$ cat config.mk
export PLATFORM = sky130hd
export DESIGN_NAME = issue_top
export DESIGN_NICKNAME = d
export VERILOG_FILES = /design/src/common/issue_pkg.sv /design/src/common/ctrl_pkg.sv /design/src/common/pair_if.sv /design/src/issue/pair_reg.sv /design/src/issue/dual_issue_split.sv /design/src/issue/issue_ctrl_regs.sv /design/src/source/issue_top.sv
export SDC_FILE = /design/constraint.sdc
export NUM_CORES = 1
export LEC_CHECK = 0
export ABC_AREA = 1
export BUFFER_PORTS_ARGS = -buffer_cell sky130_fd_sc_hd__buf_2
export CORE_ASPECT_RATIO = 1.5
export CORE_MARGIN = 2
export CORE_UTILIZATION = 35
export DETAILED_ROUTE_END_ITERATION = 16
export MAX_ROUTING_LAYER = met4
export SETUP_SLACK_MARGIN = 0.4
export SYNTH_ARGS = -nofsm -noshare
export SYNTH_HDL_FRONTEND = slang
export SYNTH_HIERARCHICAL = 1
export SYNTH_SLANG_ARGS = --single-unit
$ cat constraint.sdc
create_clock -name clk -period 10.79 [get_ports clk]
set_clock_uncertainty 0.05 [all_clocks]
set_input_delay 3.237 -clock clk [delete_from_list [all_inputs] [get_ports clk]]
set_output_delay 3.237 -clock clk [all_outputs]
set_load 0.02 [all_outputs]
$ cat src/common/issue_pkg.sv
// issue slot definitions
package issue_pkg;

    localparam int reg_idx_width = 5;

    // index of the hardwired zero register
    localparam logic [reg_idx_width-1:0] reg_zero = '0;

    typedef enum logic [3:0] {
        op_nop,
        op_add,
        op_sub,
        op_or,
        op_and,
        op_load,
        op_store,
        op_branch,
        op_syscall,
        op_break
    } opcode_e;

    // one decoded instruction
    typedef struct packed {
        logic [31:0]              pc;
        opcode_e                  op;
        logic [reg_idx_width-1:0] rd;
        logic [reg_idx_width-1:0] rj;
        logic [reg_idx_width-1:0] rk;
        logic [31:0]              imm;
        logic                     excp;
        logic                     pred_taken; // only meaningful for branches
    } slot_t;

    localparam slot_t nop_slot = '{
        pc:         32'h0,
        op:         op_nop,
        rd:         '0,
        rj:         '0,
        rk:         '0,
        imm:        32'h0,
        excp:       1'b0,
        pred_taken: 1'b0
    };

    // simple ops that either lane can execute
    function automatic logic is_alu(opcode_e op);
        return op inside {op_add, op_sub, op_or, op_and};
    endfunction

endpackage

$ cat src/common/ctrl_pkg.sv
// issue control definitions
package ctrl_pkg;

    // bundle counter and host data width
    localparam int cnt_width = 16;

    // host register map
    typedef enum logic [1:0] {
        addr_mode       = 2'd0,
        addr_dual_cnt   = 2'd1,
        addr_single_cnt = 2'd2
    } cfg_addr_e;

    // splitter progress through a held pair
    typedef enum logic {
        st_first,
        st_second
    } split_state_e;

endpackage

$ cat src/common/pair_if.sv
// decoded pair link
interface pair_if;

    logic              valid;
    issue_pkg::slot_t  slot0;
    issue_pkg::slot_t  slot1;
    logic              allowin; // consumer can take the pair

    // producer side
    modport src (
        output valid,
        output slot0,
        output slot1,
        input  allowin
    );

    // consumer side
    modport dst (
        input  valid,
        input  slot0,
        input  slot1,
        output allowin
    );

endinterface

$ cat src/issue/pair_reg.sv
// decode to issue pair register
module pair_reg (
    input  logic clk,
    input  logic rstn,
    input  logic flush,
    pair_if.dst  in,
    pair_if.src  out
);

    logic             full;
    logic             load;
    issue_pkg::slot_t slot0_q;
    issue_pkg::slot_t slot1_q;

    // room when empty or when the held pair leaves this cycle
    assign in.allowin = !flush && (!full || out.allowin);
    assign load       = in.valid && in.allowin;

    always_ff @(posedge clk) begin
        if (!rstn) begin
            full <= 1'b0;
        end else if (flush) begin
            full <= 1'b0;
        end else if (load) begin
            full <= 1'b1;
        end else if (out.allowin) begin
            full <= 1'b0; // consumed, nothing new behind it
        end
    end

    always_ff @(posedge clk) begin
        if (load) begin
            slot0_q <= in.slot0;
            slot1_q <= in.slot1;
        end
    end

    assign out.valid = full;
    assign out.slot0 = slot0_q;
    assign out.slot1 = slot1_q;

endmodule

$ cat src/issue/dual_issue_split.sv
// dual issue splitter
module dual_issue_split (
    input  logic             clk,
    input  logic             rstn,
    input  logic             flush,
    input  logic             force_single,
    input  logic             iss_allowin,
    pair_if.dst              held,
    output logic             iss_valid0,
    output logic             iss_valid1,
    output issue_pkg::slot_t iss_slot0,
    output issue_pkg::slot_t iss_slot1,
    output logic             bundle_dual,
    output logic             bundle_single
);

    ctrl_pkg::split_state_e state;

    logic issue_en;
    logic hazard;
    logic pairable;
    logic drop1;
    logic dual;
    logic accept;
    logic last;

    // slot 1 reads what slot 0 writes
    assign hazard = (held.slot0.rd != issue_pkg::reg_zero) &&
                    ((held.slot1.rj == held.slot0.rd) ||
                     (held.slot1.rk == held.slot0.rd));

    assign pairable = issue_pkg::is_alu(held.slot0.op) &&
                      issue_pkg::is_alu(held.slot1.op) &&
                      !held.slot0.excp && !held.slot1.excp &&
                      !hazard;

    // taken branch in slot 0, slot 1 is wrong path
    assign drop1 = (held.slot0.op == issue_pkg::op_branch) && held.slot0.pred_taken;

    assign dual = (state == ctrl_pkg::st_first) && pairable && !force_single && !drop1;

    // nothing goes out in a flush cycle
    assign issue_en = held.valid && !flush;

    always_comb begin
        iss_valid0 = issue_en;
        iss_valid1 = 1'b0;
        iss_slot0  = issue_pkg::nop_slot;
        iss_slot1  = issue_pkg::nop_slot;
        if (issue_en) begin
            if (state == ctrl_pkg::st_second) begin
                iss_slot0 = held.slot1; // second half always on lane 0
            end else begin
                iss_slot0 = held.slot0;
                if (dual) begin
                    iss_valid1 = 1'b1;
                    iss_slot1  = held.slot1;
                end
            end
        end
    end

    assign accept = iss_valid0 && iss_allowin;

    // final bundle of the held pair
    assign last = (state == ctrl_pkg::st_second) || dual || drop1;

    assign held.allowin = accept && last;

    assign bundle_dual   = accept && iss_valid1;
    assign bundle_single = accept && !iss_valid1;

    always_ff @(posedge clk) begin
        if (!rstn || flush) begin
            state <= ctrl_pkg::st_first;
        end else if (accept) begin
            if (last) begin
                state <= ctrl_pkg::st_first;
            end else begin
                state <= ctrl_pkg::st_second; // slot 1 still pending
            end
        end
    end

endmodule

$ cat src/issue/issue_ctrl_regs.sv
// issue control registers
module issue_ctrl_regs (
    input  logic                           clk,
    input  logic                           rstn,
    input  logic                           bundle_dual,
    input  logic                           bundle_single,
    input  logic                           cfg_req,
    input  logic                           cfg_we,
    input  ctrl_pkg::cfg_addr_e            cfg_addr,
    input  logic [ctrl_pkg::cnt_width-1:0] cfg_wdata,
    output logic                           cfg_ack,
    output logic [ctrl_pkg::cnt_width-1:0] cfg_rdata,
    output logic                           force_single
);

    logic                           start;
    logic                           wr;
    logic [ctrl_pkg::cnt_width-1:0] dual_cnt;
    logic [ctrl_pkg::cnt_width-1:0] single_cnt;
    logic [ctrl_pkg::cnt_width-1:0] rd_mux;

    // new request, ack not yet given
    assign start = cfg_req && !cfg_ack;
    assign wr    = start && cfg_we;

    always_ff @(posedge clk) begin
        if (!rstn) begin
            cfg_ack <= 1'b0;
        end else if (start) begin
            cfg_ack <= 1'b1;
        end else if (!cfg_req) begin
            cfg_ack <= 1'b0;
        end
    end

    always_ff @(posedge clk) begin
        if (!rstn) begin
            force_single <= 1'b0;
        end else if (wr && cfg_addr == ctrl_pkg::addr_mode) begin
            force_single <= cfg_wdata[0];
        end
    end

    // saturating counters, a write clears
    always_ff @(posedge clk) begin
        if (!rstn) begin
            dual_cnt   <= '0;
            single_cnt <= '0;
        end else begin
            if (wr && cfg_addr == ctrl_pkg::addr_dual_cnt) begin
                dual_cnt <= '0;
            end else if (bundle_dual && dual_cnt != '1) begin
                dual_cnt <= dual_cnt + 1'b1;
            end
            if (wr && cfg_addr == ctrl_pkg::addr_single_cnt) begin
                single_cnt <= '0;
            end else if (bundle_single && single_cnt != '1) begin
                single_cnt <= single_cnt + 1'b1;
            end
        end
    end

    always_comb begin
        case (cfg_addr)
            ctrl_pkg::addr_mode:       rd_mux = {{(ctrl_pkg::cnt_width-1){1'b0}}, force_single};
            ctrl_pkg::addr_dual_cnt:   rd_mux = dual_cnt;
            ctrl_pkg::addr_single_cnt: rd_mux = single_cnt;
            default:                   rd_mux = '0;
        endcase
    end

    always_ff @(posedge clk) begin
        if (start && !cfg_we) begin
            cfg_rdata <= rd_mux; // held until next read
        end
    end

endmodule

$ cat src/source/issue_top.sv
// dual issue stage top
module issue_top (
    input  logic                           clk,
    input  logic                           rstn,
    input  logic                           flush,
    input  logic                           dec_valid,
    input  issue_pkg::slot_t               dec_slot0,
    input  issue_pkg::slot_t               dec_slot1,
    output logic                           dec_allowin,
    output logic                           iss_valid0,
    output issue_pkg::slot_t               iss_slot0,
    output logic                           iss_valid1,
    output issue_pkg::slot_t               iss_slot1,
    input  logic                           iss_allowin,
    input  logic                           cfg_req,
    input  logic                           cfg_we,
    input  ctrl_pkg::cfg_addr_e            cfg_addr,
    input  logic [ctrl_pkg::cnt_width-1:0] cfg_wdata,
    output logic                           cfg_ack,
    output logic [ctrl_pkg::cnt_width-1:0] cfg_rdata
);

    logic force_single;
    logic bundle_dual;
    logic bundle_single;

    pair_if dec_pair ();
    pair_if held_pair ();

    // decode side onto the interface
    assign dec_pair.valid = dec_valid;
    assign dec_pair.slot0 = dec_slot0;
    assign dec_pair.slot1 = dec_slot1;
    assign dec_allowin    = dec_pair.allowin;

    pair_reg u_pair_reg (
        .clk   (clk),
        .rstn  (rstn),
        .flush (flush),
        .in    (dec_pair),
        .out   (held_pair)
    );

    dual_issue_split u_split (
        .clk           (clk),
        .rstn          (rstn),
        .flush         (flush),
        .force_single  (force_single),
        .iss_allowin   (iss_allowin),
        .held          (held_pair),
        .iss_valid0    (iss_valid0),
        .iss_valid1    (iss_valid1),
        .iss_slot0     (iss_slot0),
        .iss_slot1     (iss_slot1),
        .bundle_dual   (bundle_dual),
        .bundle_single (bundle_single)
    );

    issue_ctrl_regs u_ctrl (
        .clk           (clk),
        .rstn          (rstn),
        .bundle_dual   (bundle_dual),
        .bundle_single (bundle_single),
        .cfg_req       (cfg_req),
        .cfg_we        (cfg_we),
        .cfg_addr      (cfg_addr),
        .cfg_wdata     (cfg_wdata),
        .cfg_ack       (cfg_ack),
        .cfg_rdata     (cfg_rdata),
        .force_single  (force_single)
    );

endmodule

; ---- Yosys cells after proc, flatten, opt, wreduce, memory -nomap -nowiden
; Index checks and enable logic that the tools add are counted.
[totals]
register_bits = 222
output_inout_bits = 190
word_cells = 105
[classes]
n_eq_ne = 16
n_reduce_logical = 48
n_addsub = 2
n_mux = 14
n_bitwise = 2
[ops]
columns = operator, count
row1 = $mux W85, 5
row2 = $pmux W16 S3, 1
row3 = $add A16 B1 Y16 const B, 2
row4 = $ne A16 B16 Y1 const B, 2
row5 = $logic_and A1 B1 Y1, 24
row6 = $eq A4 B2 Y1 const B, 4
row7 = $eq A4 B3 Y1 const B, 3
row8 = $logic_not A1 Y1, 11
row9 = $eq A5 B5 Y1, 2
row10 = $eq A4 B1 Y1 const B, 2
row11 = $mux W1, 8
row12 = $reduce_bool A4 Y1, 2
row13 = $reduce_or A2 Y1, 3
row14 = $logic_or A1 B1 Y1, 5
row15 = $reduce_bool A5 Y1, 1
row16 = $eq A2 B1 Y1 const B, 1
row17 = $eq A2 B2 Y1 const B, 1
row18 = $logic_not A2 Y1, 1
row19 = $ne A2 B1 Y1 const B, 1
row20 = $not A1 Y1, 2
row21 = $reduce_bool A2 Y1, 1

; ---- Depth between registers and ports, before layout
; Gate-level depths: netlist of run 1.
[logic_depth]
depth_word = 16
mapped_depth = 16
mapped_depth_nobuf = 16

; ---- By module
; Netlist of run 1, hierarchy kept.
[by_module_without_submodules]
columns = module, instances, seq_area_each_um2, cells_per_inst, area_per_inst_um2
row1 = pair_reg, 1, 5124.9, 180, 5171.2
row2 = issue_ctrl_regs, 1, 1161.1, 350, 2613.8
row3 = dual_issue_split, 1, 20.0, 449, 2023.2

; ---- Worst setup path before layout of run 1
; No wires, ideal clock.
[synth_path]
path_type = input-to-reg
from = input flush
to = register u_pair_reg.slot0_q, in the netlist u_pair_reg/out.slot0[0], enable pin
setup_slack_ps = 1876
path_buffers = 0
cell_stages = 9
arrival_time_ps = 8298
required_ps = 10174
cell_sequence = nor2_1 > inv_1 > nor2_1 > inv_1 > a21oi_1 > inv_1 > nand2_2 > nand2_2 > nor2_2
[synth_via]
elab_chain_len = 7
[synth_lines]
columns = element, line
row1 = from (decl), issue_top.sv:5  ; input logic flush,
row2 = $logic_not A1 Y1, dual_issue_split.sv:43  ; assign issue_en = held.valid && !flush;
row3 = $logic_and A1 B1 Y1, dual_issue_split.sv:43
row4 = $logic_and A1 B1 Y1, dual_issue_split.sv:63  ; assign accept = iss_valid0 && iss_allowin;
row5 = $logic_and A1 B1 Y1, dual_issue_split.sv:68  ; assign held.allowin = accept && last;
row6 = named net held_pair.allowin, pair_if.sv:7  ; logic allowin;
row7 = $logic_or A1 B1 Y1, pair_reg.sv:16  ; assign in.allowin = !flush && (!full || out.allowin);
row8 = $logic_and A1 B1 Y1, pair_reg.sv:16
row9 = $logic_and A1 B1 Y1, pair_reg.sv:17  ; assign load = in.valid && in.allowin;
row10 = named net u_pair_reg.load, pair_reg.sv:11  ; logic load;
row11 = to (signal assigned), pair_reg.sv:33  ; slot0_q <= in.slot0;
row12 = to (decl), pair_reg.sv:12  ; issue_pkg::slot_t slot0_q;
; The timed path passes the listed nets, and every way through them passes these cells.
; A chain may end at the register's enable or synchronous reset.

==> results of run 1 <==
## Yosys cell counts (2+ instances only)
master,instances,area [um2]
nand3b_1,2,15.0
nand3_1,37,185
nand2_1,108,405
nor2_4,3,33.8
edfxtp_1,186,5590
buf_2,7,35.0
ha_1,2,25.0
xnor2_1,2,17.5
buf_6,10,113
nand2_2,5,31.3
nor2_1,169,634
dfxtp_1,36,721
clkbuf_1,22,82.6
nor2_2,6,37.5
nor3_1,7,35.0
a22o_1,8,70.1
o21ai_0,97,485
buf_1,3,11.3
inv_1,127,477
a21oi_1,111,556
inv_2,4,15.0
xor2_1,2,17.5
nand3_2,4,40.0
nand4_1,3,18.8
buf_4,3,22.5
a21oi_2,4,35.0
## worst max-delay path: cells and delay by family
family | cells | cell delay [ns]
simple gates | 3 | 1.21
buf+inv | 3 | 0.66
## cell usage in the layout, fill, tap and decap left out, types with 3 or more instances in the layout
cell type / count
dfxtp_1: 35
clkbuf_1: 4
inv_2: 4
a22o_1: 8
diode_2: 7
buf_2: 367
a21oi_2: 4
clkinv_2: 5
edfxtp_1: 186
nor2_4: 5
nand2_2: 5
o21ai_0: 97
clkinv_1: 5
nor3_1: 6
nand3_2: 4
a21oi_1: 111
clkbuf_16: 23
nand2_1: 108
inv_1: 127
nand4_1: 3
buf_4: 7
nor2_2: 5
nor2_1: 168
nand3_1: 36
## flip-flops by register name, summed over array words and instances (netlist names)
name	cells
u_ctrl/cfg_ack	1
u_split/state	1
u_pair_reg/out.slot1	85
u_ctrl/dual_cnt	16
u_pair_reg/out.valid	1
u_ctrl/force_single	1
u_pair_reg/out.slot0	85
u_ctrl/cfg_rdata	16
u_ctrl/single_cnt	16
## logic make-up (layout without fill, tap and decap cells)
logic type               count (synthesis)  count (layout)  share of synthesized area
flip-flops                             222             222                      0.643
AO/OA/AOI/OAI                          225             225                      0.121
XOR/XNOR                                 4               4                    0.00357
adder cells (fa/ha/maj)                  2               2                    0.00255
buffers and inverters                  176             547                     0.0771
AND/OR/NAND/NOR                        349             349                      0.152
other                                    1               9                   0.000382
## power groups by stage
| stage | Combinational (mW) | Sequential [mW] | Clock, mW |
|---|---|---|---|
| after floorplan | 0.0498 | 0.995 | 0 |
| after global routing | 0.118 | 0.977 | 0.825 |
| after detailed placement | 0.107 | 0.993 | 0 |
| after global placement | 0.105 | 0.992 | 0 |
| final | 0.107 | 0.975 | 0.769 |
| after CTS | 0.108 | 0.975 | 0.796 |
## final timing paths
| check | start | end | slack (ns) | cells past startpoint |
|---|---|---|---|---|
| worst min-delay path | u_pair_reg/out.valid | u_pair_reg/out.valid | 0.44 | 2 |
| worst max register to register | u_split/state | u_pair_reg/out.slot1[22] | 6.53 | 9 |
| worst max-delay path | flush | iss_slot1[33] | 2.24 | 6 |
| worst min register to register | u_pair_reg/out.valid | u_pair_reg/out.valid | 0.44 | 2 |
## final cells by class
cell class | instances | area [um2] | share of cell area
Multi-Input combinational cell | 582 | 2780 | 0.220
Antenna cell | 7 | 17.5 | 0.00139
Tap cell | 346 | 433 | 0.0342
Sequential cell | 222 | 6310 | 0.499
Timing Repair Buffer | 374 | 1890 | 0.149
Clock buffer | 27 | 591 | 0.0467
Inverter | 131 | 492 | 0.0389
Clock inverter | 15 | 129 | 0.0102
## per-stage QoR
stage               area, um2  power [mW]
floorplan                9810        1.05
global placement        11900        1.10
detailed placement      11900        1.10
CTS                     12600        1.88
global route            12600        1.92
finish                  12600        1.85
## routing by layer
metal | vias to the layer above | GRT usage | routed length, um
met5 | - | - | 0
met4 | 0 | 0.0783 | 1010
met3 | 45 | 0.0401 | 2240
met2 | 332 | 0.350 | 15100
met1 | 3746 | 0.213 | 10900
li1 | 4010 | - | -
==> flow_summary.ini, run 1 <==
[die]
dieArea_um2 = 29400
rows = 75
core_um2 = 27800
die_h_um = 209
io_pins = 385
start_util = 0.353
die_x_um = 141

[layout]
fin_cells = 1704
final_core_util = 0.455
fin_nets = 1531
num-fill-cells = 2687
area_delta_synth_final_pct = 28.9
drive_gt1_frac = 0.328

[pwr]
swShare = 0.219
p_per_area_nw_per_um2 = 146
intPower_mw = 1.44
p_sw_mw = 0.406
combPwrFrac = 0.058
p_leak_nw = 5.77
pwr-share-seq = 0.527
clockPowerShare = 0.416
ir_drop_mv = 0.119

[placement]
port-buffer-count = 367
gp_congestion = 0.874
place_ws_ns = 2.24
dp_hpwl_um = 21800
dp_cells = 1655

[sta]
slew_viol_final = 0
whs_ns = 0.436
rsz0062_at_grt = false
setup_violations = 0
worstMarginPinSlew_ns = 1.17
hold_violations = 0
max_freq_mhz = 117
fin_ws_ns = 2.24
slew_headroom = 0.222
fin_crit_ns = 8.55
setup_tns_ns = 0
period_share = 0.792

[detailed_routing]
drtIter0Drc = 408
antenna_left = 0
wl_per_cell_um = 17.2
vias_per_cell = 4.77
drcViolationCount = 0
vias = 8133
drt_pass1_iterations = 8
wl_um = 29200

[global_route]
gr-total-overflow = 0
antenna_found_initial = 7
track_usage = 0.197
first_global_vias = 7732
grt_max_degree = 93
grt_pass1_wl_um = 43200

[clocking]
h-tree-depth = 1
clock_tree.root_cell = clkbuf_16
cts_sinks = 222
clock_latency_ns = 0.52
cts_buffers = 23
hold_buffers = 0
cts_buffer_depth = 3
tritoncts = done
cts.reportedPaths.clkPinSlew_ns = 0.06
post_cts_buffers = 0
post_cts_resize_count = 0

[run_status]
status = finished, final reports clean

[logic_synthesis]
ys_warn_count = 6
synth_seq_area_share = 0.643
synthCells = 979
syn_avg_cell_area_um2 = 10.0
synth-edff-count = 186
synthDistinctLibCells = 37
ys_ff_latch = 222
synth-main-ff-cell = edfxtp_1
async_flop_share = 0
syn_area_um2 = 9810

[setup_path]
cp.required_ns = 7.50
crit_slowest_cell = nand3_4
worst_setup_path_end_kind = output pin
crit_type = input pin to output pin
crit_path_frequent_cell = buf_2
crit_chain = buf_2 > nor2_4 > buf_4 > nand3_4 > nor2_1 > buf_2
path_max_fanout = 84
startpoint_type = input pin
arrival_ns = 5.26
max_stage_delay_ns = 0.77

[worst_hold_path]
hold_path_class = register to register

[flow_run]
maxCapViolCount = 0
(Power assumes the default switching activity.)
==> inputs of run 2 (changes only) <==
==> constraint.sdc (replaced) <==
create_clock -name clk -period 7.28 [get_ports clk]
set_clock_uncertainty 0.05 [all_clocks]
set_input_delay 2.184 -clock clk [delete_from_list [all_inputs] [get_ports clk]]
set_output_delay 2.184 -clock clk [all_outputs]
set_load 0.02 [all_outputs]
==> flow_summary.ini, run 2 (same netlist as run 1, synthesis figures left out) <==
[setup_path]
cp.required_ns = 5.05
crit_family = buffers and inverters
crit_path_frequent_cell = inv_1
crit_slowest_cell = buf_4
crit_chain = buf_2 > nor2_4 > buf_4 > inv_1 > nor2_1 > inv_1 > a21oi_1 > inv_1 > nand2_2 > nand2_2 > inv_1 > buf_2
r2r_slack_ns = 3.66
r2r_start = u_pair_reg/out.valid
cp.depth = 12
arrival_ns = 4.04
path_max_fanout = 85
worst_setup_path_end_kind = output pin
r2r_end = u_pair_reg/out.slot1[53]
max_stage_delay_ns = 0.59
crit_type = input pin to output pin
critPathBufInv = 7
r2r_cells = 12
startpoint_type = input pin
setup.worst_path.start = flush

[clocking]
cts_sinks = 222
cts_buffer_depth = 3
cts_buffers = 24
clock_tree.root_cell = clkbuf_16
clock_latency_ns = 0.53
post_cts_buffers = 0
hold_buffers = 0
h-tree-depth = 1
tritoncts = done
post_cts_resize_count = 0
cts.reportedPaths.clkPinSlew_ns = 0.06

[layout]
area_delta_synth_final_pct = 31.0
drive_gt1_frac = 0.335
fin_cells = 1709
layout_commonest_cell = buf_2
mostFrequentLayoutCells = 367 x buf_2, 186 x edfxtp_1, 168 x nor2_1, 127 x inv_1, 111 x a21oi_1
fin_nets = 1533

[global_route]
gr-total-overflow = 0
antenna_found_initial = 9
first_global_vias = 7675
track_usage = 0.198
grt_pass1_wl_um = 43400
grt_max_degree = 87

[worst_hold_path]
min_from = u_pair_reg/out.valid
hold_path_depth = 2
min_to = u_pair_reg/out.valid
hold_path_class = register to register

[sta]
rsz0062_at_grt = false
setup_tns_ns = 0
slew_viol_final = 0
hold_violations = 0
max_freq_mhz = 159
worstMarginPinSlew_ns = 1.08
fin_crit_ns = 6.27
setup_violations = 0
period_share = 0.861
slew_headroom = 0.277

[die]
die_x_um = 141
core_um2 = 27800
die_h_um = 209
rows = 75
start_util = 0.353
dieArea_um2 = 29400
io_pins = 385

[placement]
port-buffer-count = 367
dp_hpwl_um = 21800
gp_congestion = 0.919
dp_cells = 1656

[detailed_routing]
drtIter0Drc = 395
drt_pass1_iterations = 5
drcViolationCount = 0
highest_layer = met4
m1WireLength_um = 11100
wl_um = 29400
dr_wl_met3_um = 2090
vias_per_cell = 4.70
dr_wl_met2_um = 15200
vias = 8039
antenna_left = 0
wl_per_cell_um = 17.2

[pwr]
p_leak_nw = 5.85
ir_drop_mv = 0.180
p_per_area_nw_per_um2 = 231

[run_status]
status = finished, final reports clean

[flow_run]
maxCapViolCount = 0
-- run 2: cell count changes in the layout (fill, tap and decap cells not counted), sizes merged --
cell      change
buf           +1
bufinv        +4
clkbuf        -1
clkinvlp      +2
clkinv        -4
diode         +2
inv           +1
-- run 2: layout make-up --
class | instances | area (um2)
inverters | 131 | 492
repair buffers | 375 | 1920
clock inverters | 18 | 273
fillers | 2693 | 14900
multi-input cells | 582 | 2780
flip-flops and latches | 222 | 6310
well taps | 346 | 433
diodes | 9 | 22.5
clock buffers | 26 | 618
-- run 2: report_power, final --
group / leakage [nW] / total [mW] / internal, mW / switching, mW
Sequential: 2.04 / 1.44 / 1.43 / 0.0158
Combinational: 3.39 / 0.159 / 0.0595 / 0.0992
Clock: 0.427 / 1.36 / 0.836 / 0.529
Total: 5.85 / 2.97 / 2.32 / 0.644
-- run 2: worst min-delay path: cells and delay by family, from the launching register on --
| kind | cells | cell delay [ns] |
|---|---|---|
| AOI/OAI and AO/OA | 1 | 0.05 |
| DFF | 1 | 0.32 |
| and+or+nand+nor | 1 | 0.09 |
-- run 2: how the worst max path moves through the flow --
stage	to
2_1_floorplan	u_pair_reg/out.slot0[0]
3_3_place_gp	dec_allowin
3_5_place_dp	dec_allowin
4_1_cts	dec_allowin
5_1_grt	dec_allowin
6_report	dec_allowin
-- run 2: through the flow --
| stage | power [mW] | util | instance area (um2) | hold WS (ns) | worst slack (ns) |
|---|---|---|---|---|---|
| after detailed placement | 1.63 | 0.430 | 11900 | 0.434 | 0.879 |
| final | 2.97 | 0.463 | 12800 | 0.442 | 1.01 |
| after floorplan | 1.55 | - | 9820 | 0.415 | 1.35 |
| after CTS | 3.01 | 0.462 | 12800 | 0.444 | 0.871 |
| after global placement | 1.63 | 0.430 | 11900 | 0.427 | 0.930 |
| after global routing | 3.07 | 0.463 | 12800 | 0.471 | 0.707 |
-- run 2: layer usage --
| layer | vias to the layer above | global-route usage |
|---|---|---|
| met5 | - | - |
| met3 | 56 | 0.0419 |
| met4 | 0 | 0.0803 |
| met2 | 325 | 0.350 |
| met1 | 3643 | 0.215 |
| li1 | 4015 | - |
==> inputs of run 3 (changes only) <==
--- a/config.mk
+++ b/config.mk
@@ -8,10 +8,11 @@
 export ABC_AREA = 1
 export BUFFER_PORTS_ARGS = -buffer_cell sky130_fd_sc_hd__buf_2
 export CORE_ASPECT_RATIO = 1.5
-export CORE_MARGIN = 2
+export CORE_MARGIN = 5
 export CORE_UTILIZATION = 35
 export DETAILED_ROUTE_END_ITERATION = 16
 export MAX_ROUTING_LAYER = met4
+export REMOVE_ABC_BUFFERS = 1
 export SETUP_SLACK_MARGIN = 0.4
 export SYNTH_ARGS = -nofsm -noshare
 export SYNTH_HDL_FRONTEND = slang
==> flow_summary.ini, run 3 (same netlist as run 1, synthesis figures left out) <==
[global_route]
grt_max_degree = 87
first_global_vias = 7906
gr-total-overflow = 0
track_usage = 0.192
grt_pass1_wl_um = 46100
antenna_found_initial = 5

[detailed_routing]
vias = 8107
drt_pass1_iterations = 5
wl_per_cell_um = 18.1
drcViolationCount = 0
drtIter0Drc = 397
wl_um = 30900
antenna_left = 0
vias_per_cell = 4.75

[clocking]
h-tree-depth = 1
cts_buffers = 24
hold_buffers = 0
post_cts_resize_count = 0
clock_latency_ns = 0.53
cts.reportedPaths.clkPinSlew_ns = 0.06
cts_sinks = 222
post_cts_buffers = 0
clock_tree.root_cell = clkbuf_16
tritoncts = done
cts_buffer_depth = 3

[setup_path]
crit_slowest_cell = buf_4
crit_path_frequent_cell = inv_1
path_max_fanout = 49
worst_setup_path_end_kind = output pin
r2r_cells = 12
crit_chain = buf_2 > nor2_4 > buf_4 > inv_1 > nor2_1 > inv_1 > a21oi_1 > inv_1 > nand2_2 > nand2_2 > inv_1 > buf_2
max_stage_delay_ns = 0.46
arrival_ns = 3.98
cp.required_ns = 5.05
r2r_slack_ns = 3.67
r2r_end = u_pair_reg/out.slot1[59]
crit_type = input pin to output pin
r2r_start = u_pair_reg/out.valid
startpoint_type = input pin

[worst_hold_path]
hold_path_depth = 2
min_to = u_pair_reg/out.valid
min_from = u_pair_reg/out.valid
hold_path_class = register to register

[sta]
rsz0062_at_grt = false
max_freq_mhz = 161
fin_crit_ns = 6.21
worstMarginPinSlew_ns = 1.26
setup_tns_ns = 0
fin_ws_ns = 1.07
hold_violations = 0
setup_violations = 0
slew_headroom = 0.155
period_share = 0.854
slew_viol_final = 0

[flow_run]
maxCapViolCount = 0

[layout]
seq_area_um2 = 6310
multiInputGateArea_um2 = 2780
num-fill-cells = 2693
layout_commonest_cell = buf_2
fin_nets = 1534
area_delta_synth_final_pct = 29.7
drive_gt1_frac = 0.331
mostFrequentLayoutCells = 367 x buf_2, 186 x edfxtp_1, 168 x nor2_1, 127 x inv_1, 111 x a21oi_1

[pwr]
p_total_mw = 2.81
ir_drop_mv = 0.195
p_per_area_nw_per_um2 = 221
p_leak_nw = 5.80

[die]
dieArea_um2 = 31500
io_pins = 385
start_util = 0.352
die_h_um = 215
rows = 75
core_um2 = 27900
die_x_um = 147

[placement]
place_ws_ns = 1.05
gp_congestion = 0.891
dp_hpwl_um = 22900
port-buffer-count = 367

[run_status]
status = finished, final reports clean
-- run 3: changes by cell type in the layout (fill, tap and decap cells not counted) --
cell	previous run	this run
bufinv_16	6	2
clkbuf_1	1	5
diode_2	9	5
inv_6	3	0
buf_4	6	8
clkinv_2	3	5
buf_12	2	1
clkbuf_16	24	25
clkinv_1	1	2
clkinv_8	1	0
clkinvlp_4	3	2
-- run 3: through the flow --
stage	instance area [um2]	utilization	hold WS [ns]	instances
final	12700	0.456	0.435	1705
after global routing	12700	0.456	0.461	1705
after CTS	12700	0.456	0.437	1700
after detailed placement	11900	0.428	0.426	1657
after global placement	11900	0.428	0.428	1657
after floorplan	9550	-	0.415	935
-- run 3: layout make-up --
| class | count | share of cell area |
|---|---|---|
| antenna | 5 | 0.000984 |
| clock buffer | 31 | 0.0517 |
| clock inverter | 12 | 0.00915 |
| inverter | 131 | 0.0387 |
| multi-input combinational | 582 | 0.219 |
| sequential | 222 | 0.496 |
| tap | 346 | 0.0340 |
| timing repair buffer | 376 | 0.151 |
-- run 3: power breakdown --
part / leakage (nW) / switching [mW] / internal [mW]
clock network: 0.377 / 0.499 / 0.708
logic: 3.39 / 0.0993 / 0.0588
registers: 2.04 / 0.0152 / 1.43
-- run 3: worst max path at each step --
stage | startpoint | to | slack (ns) | depth (start not counted)
finish | flush | dec_allowin | 1.07 | 12
global route | flush | dec_allowin | 0.88 | 12
CTS | flush | dec_allowin | 1.05 | 12
detailed placement | flush | dec_allowin | 1.05 | 12
global placement | flush | dec_allowin | 1.06 | 12
floorplan | flush | u_pair_reg/out.slot0[0] | -2.71 | 9
-- run 3: worst max-delay path, delay by kind of cell --
kind | cells | cell delay (ns)
buf+inv | 7 | 1.21
compound gates | 1 | 0.12
simple gates | 4 | 0.47
-- run 3: per-layer routing --
layer,track usage,vias to the layer above,part of all wire
met5,-,-,0
met4,0.0628,0,0.024
met3,0.0343,43,0.065
met2,0.341,292,0.53
met1,0.218,3757,0.38
li1,-,4015,-
